$ cat src/design/mm_cfg.svh
`ifndef MM_CFG_SVH
`define MM_CFG_SVH

// Tile size, also the lane count
`define MM_N 4

// Unsigned element width
`define MM_DATA_W 8

// 16-bit product plus 16 bits of accumulation headroom
`define MM_ACC_W 32

// Word address, one matrix row per word
`define MM_ADDR_W 16

`endif
$ cat src/design/mm_pkg.sv
`include "mm_cfg.svh"

package mm_pkg;

  typedef logic [`MM_DATA_W-1:0] mm_elem_t;
  typedef logic [`MM_ACC_W-1:0] mm_acc_t;
  typedef logic [`MM_ADDR_W-1:0] mm_addr_t;

  // One A/B memory word, lane 0 in the low bits
  typedef mm_elem_t [`MM_N-1:0] mm_in_row_t;
  // One C memory word
  typedef mm_acc_t [`MM_N-1:0] mm_out_row_t;

  typedef struct packed {
    mm_addr_t a_base;
    mm_addr_t b_base;
    mm_addr_t c_base;
  } mm_instr_t;

  // Work for one row of C
  typedef struct packed {
    mm_addr_t a_addr;
    mm_addr_t b_base;
    mm_addr_t c_addr;
  } mm_job_t;

  // A[i][k] paired with B row k
  typedef struct packed {
    mm_elem_t   a_elem;
    mm_in_row_t b_row;
    logic       last;
    mm_addr_t   c_addr;
  } mm_step_t;

  typedef struct packed {
    mm_out_row_t row;
    mm_addr_t    c_addr;
  } mm_result_t;

  typedef struct packed {
    logic     req;
    mm_addr_t addr;
  } mm_rd_req_t;

  typedef struct packed {
    logic        valid;
    mm_addr_t    addr;
    mm_out_row_t data;
  } mm_wr_req_t;

  typedef enum logic [1:0] {
    SEQ_IDLE,
    SEQ_ISSUE,
    SEQ_DRAIN
  } seq_state_e;

  typedef enum logic [1:0] {
    FETCH_IDLE,
    FETCH_READ_A,
    FETCH_READ_B,
    FETCH_WAIT
  } fetch_state_e;

endpackage

$ cat src/design/mm_top.sv
`timescale 1ns/1ps

module mm_top (
  input  logic               clk_i,
  input  logic               rst_n_i,
  input  mm_pkg::mm_instr_t  instr_i,
  input  logic               instr_valid_i,
  output logic               instr_ready_o,
  output logic               done_o,
  output mm_pkg::mm_rd_req_t a_rd_o,
  input  mm_pkg::mm_in_row_t a_data_i,
  output mm_pkg::mm_rd_req_t b_rd_o,
  input  mm_pkg::mm_in_row_t b_data_i,
  output mm_pkg::mm_wr_req_t c_wr_o,
  input  logic               c_wr_ready_i
);
  import mm_pkg::*;

  // Sequencer to fetch
  mm_job_t    job;
  logic       job_valid;
  logic       fetch_idle;
  // Fetch to processor
  mm_step_t   step;
  logic       step_valid;
  logic       mac_ready;
  // Processor to writer
  mm_result_t result;
  logic       result_valid;
  logic       writer_free;
  // Writer back to sequencer
  logic       row_written;

  mm_sequencer i_mm_sequencer (
    .clk_i        (clk_i),
    .rst_n_i      (rst_n_i),
    .instr_i      (instr_i),
    .instr_valid_i(instr_valid_i),
    .instr_ready_o(instr_ready_o),
    .done_o       (done_o),
    .fetch_idle_i (fetch_idle),
    .job_o        (job),
    .job_valid_o  (job_valid),
    .row_written_i(row_written)
  );

  mm_operand_fetch i_mm_operand_fetch (
    .clk_i       (clk_i),
    .rst_n_i     (rst_n_i),
    .job_i       (job),
    .job_valid_i (job_valid),
    .fetch_idle_o(fetch_idle),
    .mac_ready_i (mac_ready),
    .a_rd_o      (a_rd_o),
    .a_data_i    (a_data_i),
    .b_rd_o      (b_rd_o),
    .b_data_i    (b_data_i),
    .step_o      (step),
    .step_valid_o(step_valid)
  );

  mm_sum_stationary i_mm_sum_stationary (
    .clk_i         (clk_i),
    .rst_n_i       (rst_n_i),
    .step_i        (step),
    .step_valid_i  (step_valid),
    .mac_ready_o   (mac_ready),
    .writer_free_i (writer_free),
    .result_o      (result),
    .result_valid_o(result_valid)
  );

  mm_output_writer i_mm_output_writer (
    .clk_i         (clk_i),
    .rst_n_i       (rst_n_i),
    .result_i      (result),
    .result_valid_i(result_valid),
    .writer_free_o (writer_free),
    .c_wr_o        (c_wr_o),
    .c_wr_ready_i  (c_wr_ready_i),
    .row_written_o (row_written)
  );

endmodule

$ cat src/design/mm_output_writer.sv
`timescale 1ns/1ps

module mm_output_writer (
  input  logic               clk_i,
  input  logic               rst_n_i,
  input  mm_pkg::mm_result_t result_i,
  input  logic               result_valid_i,
  output logic               writer_free_o,
  output mm_pkg::mm_wr_req_t c_wr_o,
  input  logic               c_wr_ready_i,
  output logic               row_written_o
);
  import mm_pkg::*;

  mm_result_t buf_q;
  logic       valid_q;

  // Free again the cycle after the handshake
  assign writer_free_o = !valid_q;
  assign row_written_o = valid_q && c_wr_ready_i;

  assign c_wr_o = '{valid: valid_q, addr: buf_q.c_addr, data: buf_q.row};

  always_ff @(posedge clk_i or negedge rst_n_i) begin
    if (!rst_n_i) begin
      valid_q <= 1'b0;
    end else if (result_valid_i) begin
      valid_q <= 1'b1;
    end else if (row_written_o) begin
      valid_q <= 1'b0;
    end
  end

  // Only loaded while empty, so held under back-pressure
  always_ff @(posedge clk_i) begin
    if (result_valid_i) begin
      buf_q <= result_i;
    end
  end

  // Stalled write keeps its address and data until accepted
  a_wr_stable: assert property (@(posedge clk_i) disable iff (!rst_n_i)
    (c_wr_o.valid && !c_wr_ready_i) |=>
      c_wr_o.valid && $stable(c_wr_o.addr) && $stable(c_wr_o.data));

endmodule

$ cat src/design/mm_sum_stationary.sv
`timescale 1ns/1ps
`include "mm_cfg.svh"

module mm_sum_stationary (
  input  logic               clk_i,
  input  logic               rst_n_i,
  input  mm_pkg::mm_step_t   step_i,
  input  logic               step_valid_i,
  output logic               mac_ready_o,
  input  logic               writer_free_i,
  output mm_pkg::mm_result_t result_o,
  output logic               result_valid_o
);
  import mm_pkg::*;

  mm_out_row_t sum_q;
  mm_out_row_t sum_d;
  mm_result_t  res_q;
  // Next step opens a new row
  logic        first_q;
  // Result register full
  logic        held_q;

  // Four lanes, each against its own B column
  always_comb begin
    logic [2*`MM_DATA_W-1:0] prod;
    mm_acc_t                 base;
    for (int j = 0; j < `MM_N; j++) begin
      prod     = step_i.a_elem * step_i.b_row[j];
      base     = first_q ? '0 : sum_q[j];
      sum_d[j] = base + mm_acc_t'(prod);
    end
  end

  // Register frees in the same cycle the writer takes it
  assign result_valid_o = held_q && writer_free_i;
  assign mac_ready_o    = !held_q || writer_free_i;
  assign result_o       = res_q;

  always_ff @(posedge clk_i or negedge rst_n_i) begin
    if (!rst_n_i) begin
      first_q <= 1'b1;
      held_q  <= 1'b0;
    end else begin
      if (step_valid_i) begin
        first_q <= step_i.last;
      end
      if (result_valid_o) begin
        held_q <= 1'b0;
      end
      if (step_valid_i && step_i.last) begin
        held_q <= 1'b1;
      end
    end
  end

  // Sums stay in place, the finished row is frozen on the last step
  always_ff @(posedge clk_i) begin
    if (step_valid_i) begin
      sum_q <= sum_d;
    end
    if (step_valid_i && step_i.last) begin
      res_q.row    <= sum_d;
      res_q.c_addr <= step_i.c_addr;
    end
  end

  // Fetch gating must keep a finished row from being overwritten
  a_no_overwrite: assert property (@(posedge clk_i) disable iff (!rst_n_i)
    (step_valid_i && step_i.last) |-> (!held_q || writer_free_i));

endmodule

$ cat src/design/mm_operand_fetch.sv
`timescale 1ns/1ps
`include "mm_cfg.svh"

module mm_operand_fetch (
  input  logic               clk_i,
  input  logic               rst_n_i,
  input  mm_pkg::mm_job_t    job_i,
  input  logic               job_valid_i,
  output logic               fetch_idle_o,
  input  logic               mac_ready_i,
  output mm_pkg::mm_rd_req_t a_rd_o,
  input  mm_pkg::mm_in_row_t a_data_i,
  output mm_pkg::mm_rd_req_t b_rd_o,
  input  mm_pkg::mm_in_row_t b_data_i,
  output mm_pkg::mm_step_t   step_o,
  output logic               step_valid_o
);
  import mm_pkg::*;

  fetch_state_e             state_q;
  mm_job_t                  job_q;
  mm_in_row_t               a_row_q;
  logic [$clog2(`MM_N)-1:0] b_cnt_q;
  logic [$clog2(`MM_N)-1:0] step_idx_q;
  // Read data arrives this cycle
  logic                     a_pend_q;
  logic                     b_pend_q;

  // Still busy while the last B row is on its way back
  assign fetch_idle_o = (state_q == FETCH_IDLE) && !b_pend_q;

  assign a_rd_o = '{req: state_q == FETCH_READ_A, addr: job_q.a_addr};
  assign b_rd_o = '{
    req:  state_q == FETCH_READ_B,
    addr: job_q.b_base + mm_addr_t'(b_cnt_q)
  };

  // B row k straight from memory paired with A[i][k]
  assign step_valid_o = b_pend_q;
  assign step_o = '{
    a_elem: a_row_q[step_idx_q],
    b_row:  b_data_i,
    last:   step_idx_q == `MM_N-1,
    c_addr: job_q.c_addr
  };

  always_ff @(posedge clk_i or negedge rst_n_i) begin
    if (!rst_n_i) begin
      state_q    <= FETCH_IDLE;
      b_cnt_q    <= '0;
      step_idx_q <= '0;
      a_pend_q   <= 1'b0;
      b_pend_q   <= 1'b0;
    end else begin
      // One-cycle memory latency
      a_pend_q   <= (state_q == FETCH_READ_A);
      b_pend_q   <= (state_q == FETCH_READ_B);
      step_idx_q <= b_cnt_q;
      case (state_q)
        FETCH_IDLE: begin
          if (job_valid_i) begin
            state_q <= mac_ready_i ? FETCH_READ_A : FETCH_WAIT;
          end
        end
        // Processor still holds a row nobody took
        FETCH_WAIT: begin
          if (mac_ready_i) begin
            state_q <= FETCH_READ_A;
          end
        end
        FETCH_READ_A: begin
          state_q <= FETCH_READ_B;
          b_cnt_q <= '0;
        end
        FETCH_READ_B: begin
          b_cnt_q <= b_cnt_q + 1'b1;
          if (b_cnt_q == `MM_N-1) begin
            state_q <= FETCH_IDLE;
          end
        end
        default: state_q <= FETCH_IDLE;
      endcase
    end
  end

  always_ff @(posedge clk_i) begin
    if (job_valid_i && state_q == FETCH_IDLE) begin
      job_q <= job_i;
    end
    if (a_pend_q) begin
      a_row_q <= a_data_i;
    end
  end

  // Job from the sequencer never meets a read in flight
  a_no_req_on_job: assert property (@(posedge clk_i) disable iff (!rst_n_i)
    job_valid_i |-> fetch_idle_o && !a_rd_o.req && !b_rd_o.req);

endmodule

$ cat src/design/mm_sequencer.sv
`timescale 1ns/1ps
`include "mm_cfg.svh"

module mm_sequencer (
  input  logic              clk_i,
  input  logic              rst_n_i,
  input  mm_pkg::mm_instr_t instr_i,
  input  logic              instr_valid_i,
  output logic              instr_ready_o,
  output logic              done_o,
  input  logic              fetch_idle_i,
  output mm_pkg::mm_job_t   job_o,
  output logic              job_valid_o,
  input  logic              row_written_i
);
  import mm_pkg::*;

  typedef logic [$clog2(`MM_N)-1:0] row_cnt_t;
  typedef logic [$clog2(`MM_N+1)-1:0] pend_cnt_t;

  seq_state_e state_q;
  mm_instr_t  base_q;
  row_cnt_t   row_q;
  pend_cnt_t  pending_q;
  logic       done_q;

  // Only take a new instruction once the previous one is fully written
  assign instr_ready_o = (state_q == SEQ_IDLE);
  assign done_o        = done_q;

  // Job goes out the same cycle the fetch reports idle
  assign job_valid_o = (state_q == SEQ_ISSUE) && fetch_idle_i;
  assign job_o = '{
    a_addr: base_q.a_base + mm_addr_t'(row_q),
    b_base: base_q.b_base,
    c_addr: base_q.c_base + mm_addr_t'(row_q)
  };

  always_ff @(posedge clk_i or negedge rst_n_i) begin
    if (!rst_n_i) begin
      state_q   <= SEQ_IDLE;
      row_q     <= '0;
      pending_q <= '0;
      done_q    <= 1'b0;
    end else begin
      // Writes may land while later rows are still being issued
      if (row_written_i) begin
        pending_q <= pending_q - 1'b1;
      end
      case (state_q)
        SEQ_IDLE: begin
          if (instr_valid_i) begin
            state_q   <= SEQ_ISSUE;
            row_q     <= '0;
            pending_q <= pend_cnt_t'(`MM_N);
            done_q    <= 1'b0;
          end
        end
        SEQ_ISSUE: begin
          if (fetch_idle_i) begin
            row_q <= row_q + 1'b1;
            if (row_q == `MM_N-1) begin
              state_q <= SEQ_DRAIN;
            end
          end
        end
        SEQ_DRAIN: begin
          // Last outstanding write completes here
          if (row_written_i && pending_q == 1) begin
            done_q  <= 1'b1;
            state_q <= SEQ_IDLE;
          end
        end
        default: state_q <= SEQ_IDLE;
      endcase
    end
  end

  // Bases held for the whole instruction
  always_ff @(posedge clk_i) begin
    if (instr_valid_i && instr_ready_o) begin
      base_q <= instr_i;
    end
  end

  // Fetch leaves idle right after taking a job so no second job lands on it
  a_job_to_idle_fetch: assert property (@(posedge clk_i) disable iff (!rst_n_i)
    job_valid_o |=> !fetch_idle_i);

endmodule

$ cat config.mk
export PLATFORM = sky130hd
export DESIGN_NAME = mm_top
export DESIGN_NICKNAME = d
export VERILOG_FILES = /design/src/design/mm_pkg.sv /design/src/design/mm_top.sv /design/src/design/mm_output_writer.sv /design/src/design/mm_sum_stationary.sv /design/src/design/mm_operand_fetch.sv /design/src/design/mm_sequencer.sv
export VERILOG_INCLUDE_DIRS = /design/src /design/src/design
export SDC_FILE = /design/constraint.sdc
export NUM_CORES = 1
export LEC_CHECK = 0
export ABC_AREA = 1
export BUFFER_PORTS_ARGS = -buffer_cell sky130_fd_sc_hd__buf_4
export CORE_ASPECT_RATIO = 0.6
export CORE_MARGIN = 2
export CORE_UTILIZATION = 50
export CTS_CLUSTER_DIAMETER = 80
export DETAILED_ROUTE_END_ITERATION = 10
export GPL_ROUTABILITY_DRIVEN = 0
export PLACE_DENSITY_LB_ADDON = 0.12
export SYNTH_ARGS = -nofsm -noshare
export SYNTH_HDL_FRONTEND = slang
export SYNTH_HIERARCHICAL = 1
export SYNTH_SLANG_ARGS = --single-unit
$ cat constraint.sdc
create_clock -name clk_i -period 8.8 [get_ports clk_i]
set_input_delay 0.44 -clock clk_i [delete_from_list [all_inputs] [get_ports clk_i]]
set_output_delay 0.44 -clock clk_i [all_outputs]
set_load 0.01 [all_outputs]
==> results of run 1 <==
[worst min-delay path by stage]
stage	startpoint	endpoint	slack, ps	cells after the start
2_1_floorplan	rst_n_i	i_mm_operand_fetch/a_pend_q	140	0
3_3_place_gp	rst_n_i	i_mm_sequencer/state_q[0]	340	1
3_5_place_dp	rst_n_i	i_mm_sequencer/done_o	340	1
4_1_cts	c_wr_ready_i	i_mm_output_writer/valid_q	20	4
5_1_grt	c_wr_ready_i	i_mm_output_writer/valid_q	70	4
6_report	c_wr_ready_i	i_mm_output_writer/valid_q	60	4
[cell type report]
type / instances / share of cell area
well taps: 912 / 0.0285
flip-flops and latches: 563 / 0.420
repair buffers: 395 / 0.0791
diodes: 4 / 0.000250
inverters: 868 / 0.0816
clock inverters: 31 / 0.00840
multi-input cells: 2095 / 0.347
clock buffers: 67 / 0.0352
[per-layer routing]
metal / vias to the layer above / part of all wire
met4: 8 / 0.013
met2: 652 / 0.41
met1: 11300 / 0.50
li1: 11800 / -
met3: 82 / 0.071
met5: - / 0.00054
[per-stage QoR]
step / instance area (um2) / instances / setup slack, ps / utilization
3_3_place_gp: 37500 / 4752 / 2900 / 0.547
3_5_place_dp: 37500 / 4752 / 2800 / 0.547
2_1_floorplan: 34900 / 3684 / 2140 / -
4_1_cts: 40100 / 4931 / 2760 / 0.585
6_report: 40100 / 4935 / 2700 / 0.585
5_1_grt: 40100 / 4934 / 2230 / 0.585
[worst max-delay path: stages (launching register included)]
cell      delay (ps)
dfrtp_1          560
inv_1            410
o21ai_0          210
o22ai_4          840
nand2_1          100
inv_1            120
fa_1             450
fa_1             470
fa_1             520
inv_1             50
fa_1             480
inv_1             50
ha_1             350
nand2_1          150
nor2_1           340
nand3_1          130
nand3_1          270
nand2_1          130
nand3b_1         110
nand2_1           70
[registers in the layout, summed over array words and instances, names as in the netlist, 2 cells and up]
name                           cells
i_mm_operand_fetch/step_idx_q      2
i_mm_sequencer/pending_q           3
i_mm_operand_fetch/a_rd_o         16
i_mm_sequencer/state_q             2
i_mm_sequencer/base_q             32
i_mm_sum_stationary/sum_q        128
i_mm_operand_fetch/step_o         16
i_mm_sequencer/job_o              16
i_mm_sequencer/row_q               2
i_mm_output_writer/c_wr_o        144
i_mm_operand_fetch/a_row_q        32
i_mm_operand_fetch/state_q         2
i_mm_sum_stationary/result_o     144
i_mm_operand_fetch/job_q          16
i_mm_operand_fetch/b_cnt_q         2
[layout by cell type, fill, tap and decap left out, types with 2 or more instances in the layout]
master | netlist | routed
nand2_1 | 1068 | 1068
inv_1 | 865 | 862
edfxtp_1 | 544 | 544
buf_4 | 81 | 314
nor2_1 | 233 | 233
fa_1 | 203 | 203
ha_1 | 179 | 179
nand3_1 | 142 | 142
dlygate4sd3_1 | 0 | 81
clkbuf_16 | 0 | 54
xor2_1 | 51 | 51
o21ai_0 | 32 | 32
nand4_1 | 26 | 26
nand3b_1 | 26 | 26
a21oi_1 | 24 | 24
nor2_2 | 21 | 21
xnor2_1 | 19 | 19
dfrtp_1 | 18 | 17
clkbuf_1 | 32 | 12
o21ai_1 | 12 | 12
nand2_2 | 11 | 11
clkinv_2 | 0 | 10
o22ai_4 | 0 | 8
nand3_2 | 8 | 8
nor2_4 | 7 | 7
nor3_1 | 7 | 7
clkinv_1 | 0 | 6
nand2_4 | 6 | 6
o21bai_1 | 6 | 6
bufinv_16 | 0 | 5
clkinv_4 | 0 | 5
diode_2 | 0 | 4
inv_6 | 0 | 3
inv_2 | 3 | 3
and2_1 | 3 | 3
inv_8 | 0 | 2
[cell families after synthesis]
group	Yosys count	share of synthesized area
XOR/XNOR	70	0.0176
AO/OA/AOI/OAI	85	0.0132
flip-flops	563	0.482
adder cells (fa/ha/maj)	382	0.181
AND/OR/NAND/NOR	1558	0.184
buffers and inverters	1026	0.122
==> metrics.md, run 1 <==
| Metric | Value |
|---|---|
| Reg2reg end | `i_mm_sum_stationary/sum_q[20]` |
| Root Driver | `clkbuf_16` |
| Critical Path Sink | `i_mm_sum_stationary/sum_q[20]` |
| Die width | `345 um` |
| Top area cells in the synthesized netlist | `edfxtp_1 47%, fa_1 12%, nand2_1 11%, inv_1 9.3%, ha_1 6.4%` |
| Initial antenna violation count | `9` |
| Fin. Hold Viols | `0` |
| First-pass GRT wire length | `129,000 um` |
| CTS-repair resized insts | `0` |
| Top Usage Layer GRT | `met1` |
| Top_reg_cell synth | `edfxtp_1` |
| Max-slew headroom | `0.246` |
| Slew @ Worst Pin | `1130 ps` |
| Data required time of the critical path | `9160 ps` |
| R2R setup slack | `2700 ps` |
| CTS Hold Bufs | `81` |
| GR Util met1 | `0.366` |
| Multi-input gate area | `13,900 um2` |
| Synth cell types | `36` |
| Ys async rst share | `0.0337` |
| Worst r2r src | `i_mm_operand_fetch/step_idx_q[0]` |
| # clock sinks | `563` |
| Largest net degree at the start of global routing | `92` |
| Final worst path period share | `0.694` |
| Area leader, netlist | `edfxtp_1` |
| FF+latch count, synth | `563` |
| Seq. cell area | `16,800 um2` |
| Yosys warns | `6` |
| Area grow syn2layout | `14.9%` |
| Fillers | `5,920` |
| # Post-CTS Setup Buffers | `0` |
| Yosys top cell area share | `0.468` |
| Final ANT Viol Nets | `0` |
| Status | `finished, final reports clean` |
| Worst reg2reg path depth | `19` |
| Synth cell count leaders | `1,068 x nand2_1, 865 x inv_1, 544 x edfxtp_1, 233 x nor2_1, 203 x fa_1` |
| Average cell area after synthesis | `9.47 um2` |
| CTS tree | `yes` |
| CTS Buf Count | `53` |
| RSZ-0062 raised after global routing | `no` |
| Pre-antenna DRT Iters | `5` |
| Syn_nets | `4,182` |
| Nets | `4,474` |
| Max Cap Violations | `0` |
| DIE AREA | `72,000 um2` |
| Post-synth EDFFs | `544` |
| Startpoint types | `flop` |
| M2 GR Usage | `0.327` |
| Final TNS setup | `0 ps` |
| Worst-path clk slew | `60 ps` |
| Minimum clock period | `6100 ps` |
| Setup crit start | `i_mm_operand_fetch/step_idx_q[0]` |
| Core Box Area | `68,500 um2` |
| Tot GR Track Use | `0.229` |
| Synth Instances | `3,684` |
| Global-route met3 utilization | `0.0408` |
| Top-count cell post-synth | `nand2_1` |
| Fmax | `164 MHz` |
| Critical path type | `reg -> reg` |
| Final setup fails | `0` |
| CTS max path bufs | `3` |
| Final wirelength | `79,800 um` |
| # port buffers | `296` |
| DP HPWL | `58,900 um` |
| Chip height | `209 um` |
| Fin Hold WS | `63.3 ps` |
| Worst Skew | `38.2 ps` |
| Critical Path AT | `6470 ps` |
| HP Class | `in -> reg` |
| Routed WL per cell | `16.2 um` |
| Top Ports | `297` |
| Mapped Area | `34,900 um2` |
| Starting Density | `0.509` |
| CTS H-tree depth | `2` |
| Share of cells above drive strength 1 | `0.115` |
| Sequential area share after synthesis | `0.482` |
| Vias in the first global route | `23,800` |
| Via count | `23,800` |
| Critical Path Sink Type | `flop` |
| Worst-path maximum fanout | `32` |
| Via density | `4.83` |
| Row count | `74` |
| Total grt overflow | `0` |
| Slew Viols, Final | `0` |
| Initial DRC Count | `1,971` |
| Clk_lat worst skew | `630 ps` |
| DR DRC count | `0` |
Power of run 1 is left out: the tool's default activity adds up to more than one toggle a clock period on the data nets, which glitch-free logic cannot reach.
==> inputs of run 2 (changes only) <==
clock period = 5.4 ns   (was 8.8 ns; I/O delays follow)
==> metrics.md, run 2 (synthesis gave the netlist of run 1 again) <==
| Metric | Value |
|---|---|
| First-pass GRT wire length | `130,000 um (was 129,000 um)` |
| Via count | `24,000 (was 23,800)` |
| Startpoint types | `flop (unchanged)` |
| Vias in the first global route | `23,900 (was 23,800)` |
| Max-slew headroom | `0.414 (was 0.246)` |
| Slew @ Worst Pin | `879 ps (was 1130 ps)` |
| Chip height | `209 um (unchanged)` |
| Fillers | `5,967 (was 5,920)` |
| Total grt overflow | `0 (unchanged)` |
| Nets | `4,510 (was 4,474)` |
| Via density | `4.82 (was 4.83)` |
| Final wirelength | `81,000 um (was 79,800 um)` |
| Core Box Area | `68,500 um2 (unchanged)` |
| Minimum clock period | `5130 ps (was 6100 ps)` |
| DP HPWL | `61,000 um (was 58,900 um)` |
| Area grow syn2layout | `16.4% (was 14.9%)` |
| Worst-path clk slew | `60 ps (about the same)` |
| Worst slack at placement | `82.7 ps (was 2800 ps)` |
| # port buffers | `296 (unchanged)` |
| CTS Buf Count | `56 (was 53)` |
| Critical Path Sink Type | `flop (unchanged)` |
| Most frequent cells in the layout | `1,068 x nand2_1, 860 x inv_1, 544 x edfxtp_1 (was 1,068 x nand2_1, 862 x inv_1, 544 x edfxtp_1)` |
| RSZ-0062 raised after global routing | `no (unchanged)` |
| Initial DRC Count | `2,037 (was 1,971)` |
| HP Class | `in -> reg (unchanged)` |
| Largest net degree at the start of global routing | `99 (was 92)` |
| Root Driver | `clkbuf_16 (unchanged)` |
| Max Cap Violations | `0 (unchanged)` |
| Final worst path period share | `0.950 (was 0.694)` |
| Status | `finished, final reports clean (unchanged)` |
| Share of cells above drive strength 1 | `0.125 (was 0.115)` |
| Row count | `74 (unchanged)` |
| Multi-input gate area | `13,900 um2 (about the same)` |
| CTS H-tree depth | `2 (unchanged)` |
| Top Ports | `297 (unchanged)` |
| Initial antenna violation count | `12 (was 9)` |
| Worst-path maximum fanout | `12 (was 32)` |
| Most common cell after layout, fill and taps aside | `nand2_1 (unchanged)` |
| Pre-antenna DRT Iters | `6 (was 5)` |
| Clk_lat worst skew | `650 ps (was 630 ps)` |
| Seq. cell area | `16,800 um2 (unchanged)` |
| Final TNS setup | `0 ps (unchanged)` |
| Final ANT Viol Nets | `0 (unchanged)` |
| # clock sinks | `563 (unchanged)` |
| Data required time of the critical path | `5780 ps (was 9160 ps)` |
| DIE AREA | `72,000 um2 (unchanged)` |
| Critical Path AT | `5520 ps (was 6470 ps)` |
| CTS tree | `yes (unchanged)` |
| Fin. Hold Viols | `0 (unchanged)` |
| Worst Skew | `22.0 ps (was 38.2 ps)` |
| Die width | `345 um (unchanged)` |
| Slew Viols, Final | `0 (unchanged)` |
| Fmax | `195 MHz (was 164 MHz)` |
| CTS max path bufs | `3 (unchanged)` |
| Starting Density | `0.509 (unchanged)` |
| Tot GR Track Use | `0.232 (was 0.229)` |
| Final WS setup | `268 ps (was 2700 ps)` |
| Critical path type | `reg -> reg (unchanged)` |
| Routed WL per cell | `16.3 um (was 16.2 um)` |
| DR DRC count | `0 (unchanged)` |
| Final setup fails | `0 (unchanged)` |
==> run 2: cell count changes in the layout (fill, tap and decap cells not counted), sizes merged <==
cell,previous run,this run
clkinvlp,1,5
bufinv,5,6
clkinv,22,26
clkbuf,67,63
buf,314,343
diode,4,3
inv,871,874
dlygate4sd3,81,85
==> run 2: worst paths after layout <==
path | start | endpoint | slack [ps] | depth (start not counted)
worst max-delay path | i_mm_operand_fetch/step_idx_q[0] | i_mm_sum_stationary/sum_q[85] | 270 | 21
worst min register to register | i_mm_sum_stationary/result_o[80] | i_mm_output_writer/c_wr_o[64] | 410 | 0
min in group asynchronous | rst_n_i | i_mm_operand_fetch/state_q[1] | 560 | 3
worst min-delay path | b_data_i[16] | i_mm_sum_stationary/sum_q[64] | 160 | 4
worst max register to register | i_mm_operand_fetch/step_idx_q[0] | i_mm_sum_stationary/sum_q[85] | 270 | 21
max in group asynchronous | rst_n_i | i_mm_sequencer/pending_q[0] | 3670 | 4
==> run 2: metal layers <==
layer | GRT usage | part of all wire | vias to the layer above
met1 | 0.358 | 0.49 | 11300
met5 | 0 | 0.0013 | -
met2 | 0.332 | 0.41 | 674
met4 | 0.0452 | 0.017 | 18
met3 | 0.0590 | 0.082 | 86
li1 | - | - | 11900
==> run 2: layout make-up <==
cell class                 count  area share
sequential                   563       0.414
clock buffer                  63      0.0352
timing repair buffer         428      0.0873
multi-input combinational   2095       0.343
clock inverter                43      0.0114
tap                          912      0.0281
inverter                     868      0.0805
antenna                        3    0.000185
==> run 2: timing repair <==
action | 4_1_cts | 5_1_grt
hold buffers | 85 | 0
setup endpoints to repair | 0 | 122
gates resized for setup | 0 | 15
setup buffers | 0 | 3
hold endpoints to repair | 105 | 0
==> run 2: worst max-delay path: stages (launching register included) <==
cell and delay [ps]:
dfrtp_1 360, inv_2 70, buf_4 160, o21ai_0 290
o22ai_4 180, buf_4 230, nand2_1 70, inv_1 50
fa_1 500, fa_1 500, fa_1 490, inv_1 50
fa_1 530, inv_1 40, ha_1 350, nand2_1 90
nor2_1 260, nand3_1 140, nand3_1 200, nand2_1 110
nand3_1 90, nand2_1 80
==> run 2: per-stage QoR <==
stage                     cells  hold slack [ps]  area, um2   util
after global routing       4973              174      40600  0.593
after floorplan            3684            -25.6      34900      -
final                      4975              162      40600  0.593
after CTS                  4969              105      40500  0.592
after global placement     4778              166      37800  0.552
after detailed placement   4778              168      37800  0.552
Power of run 2 is left out for the same reason.
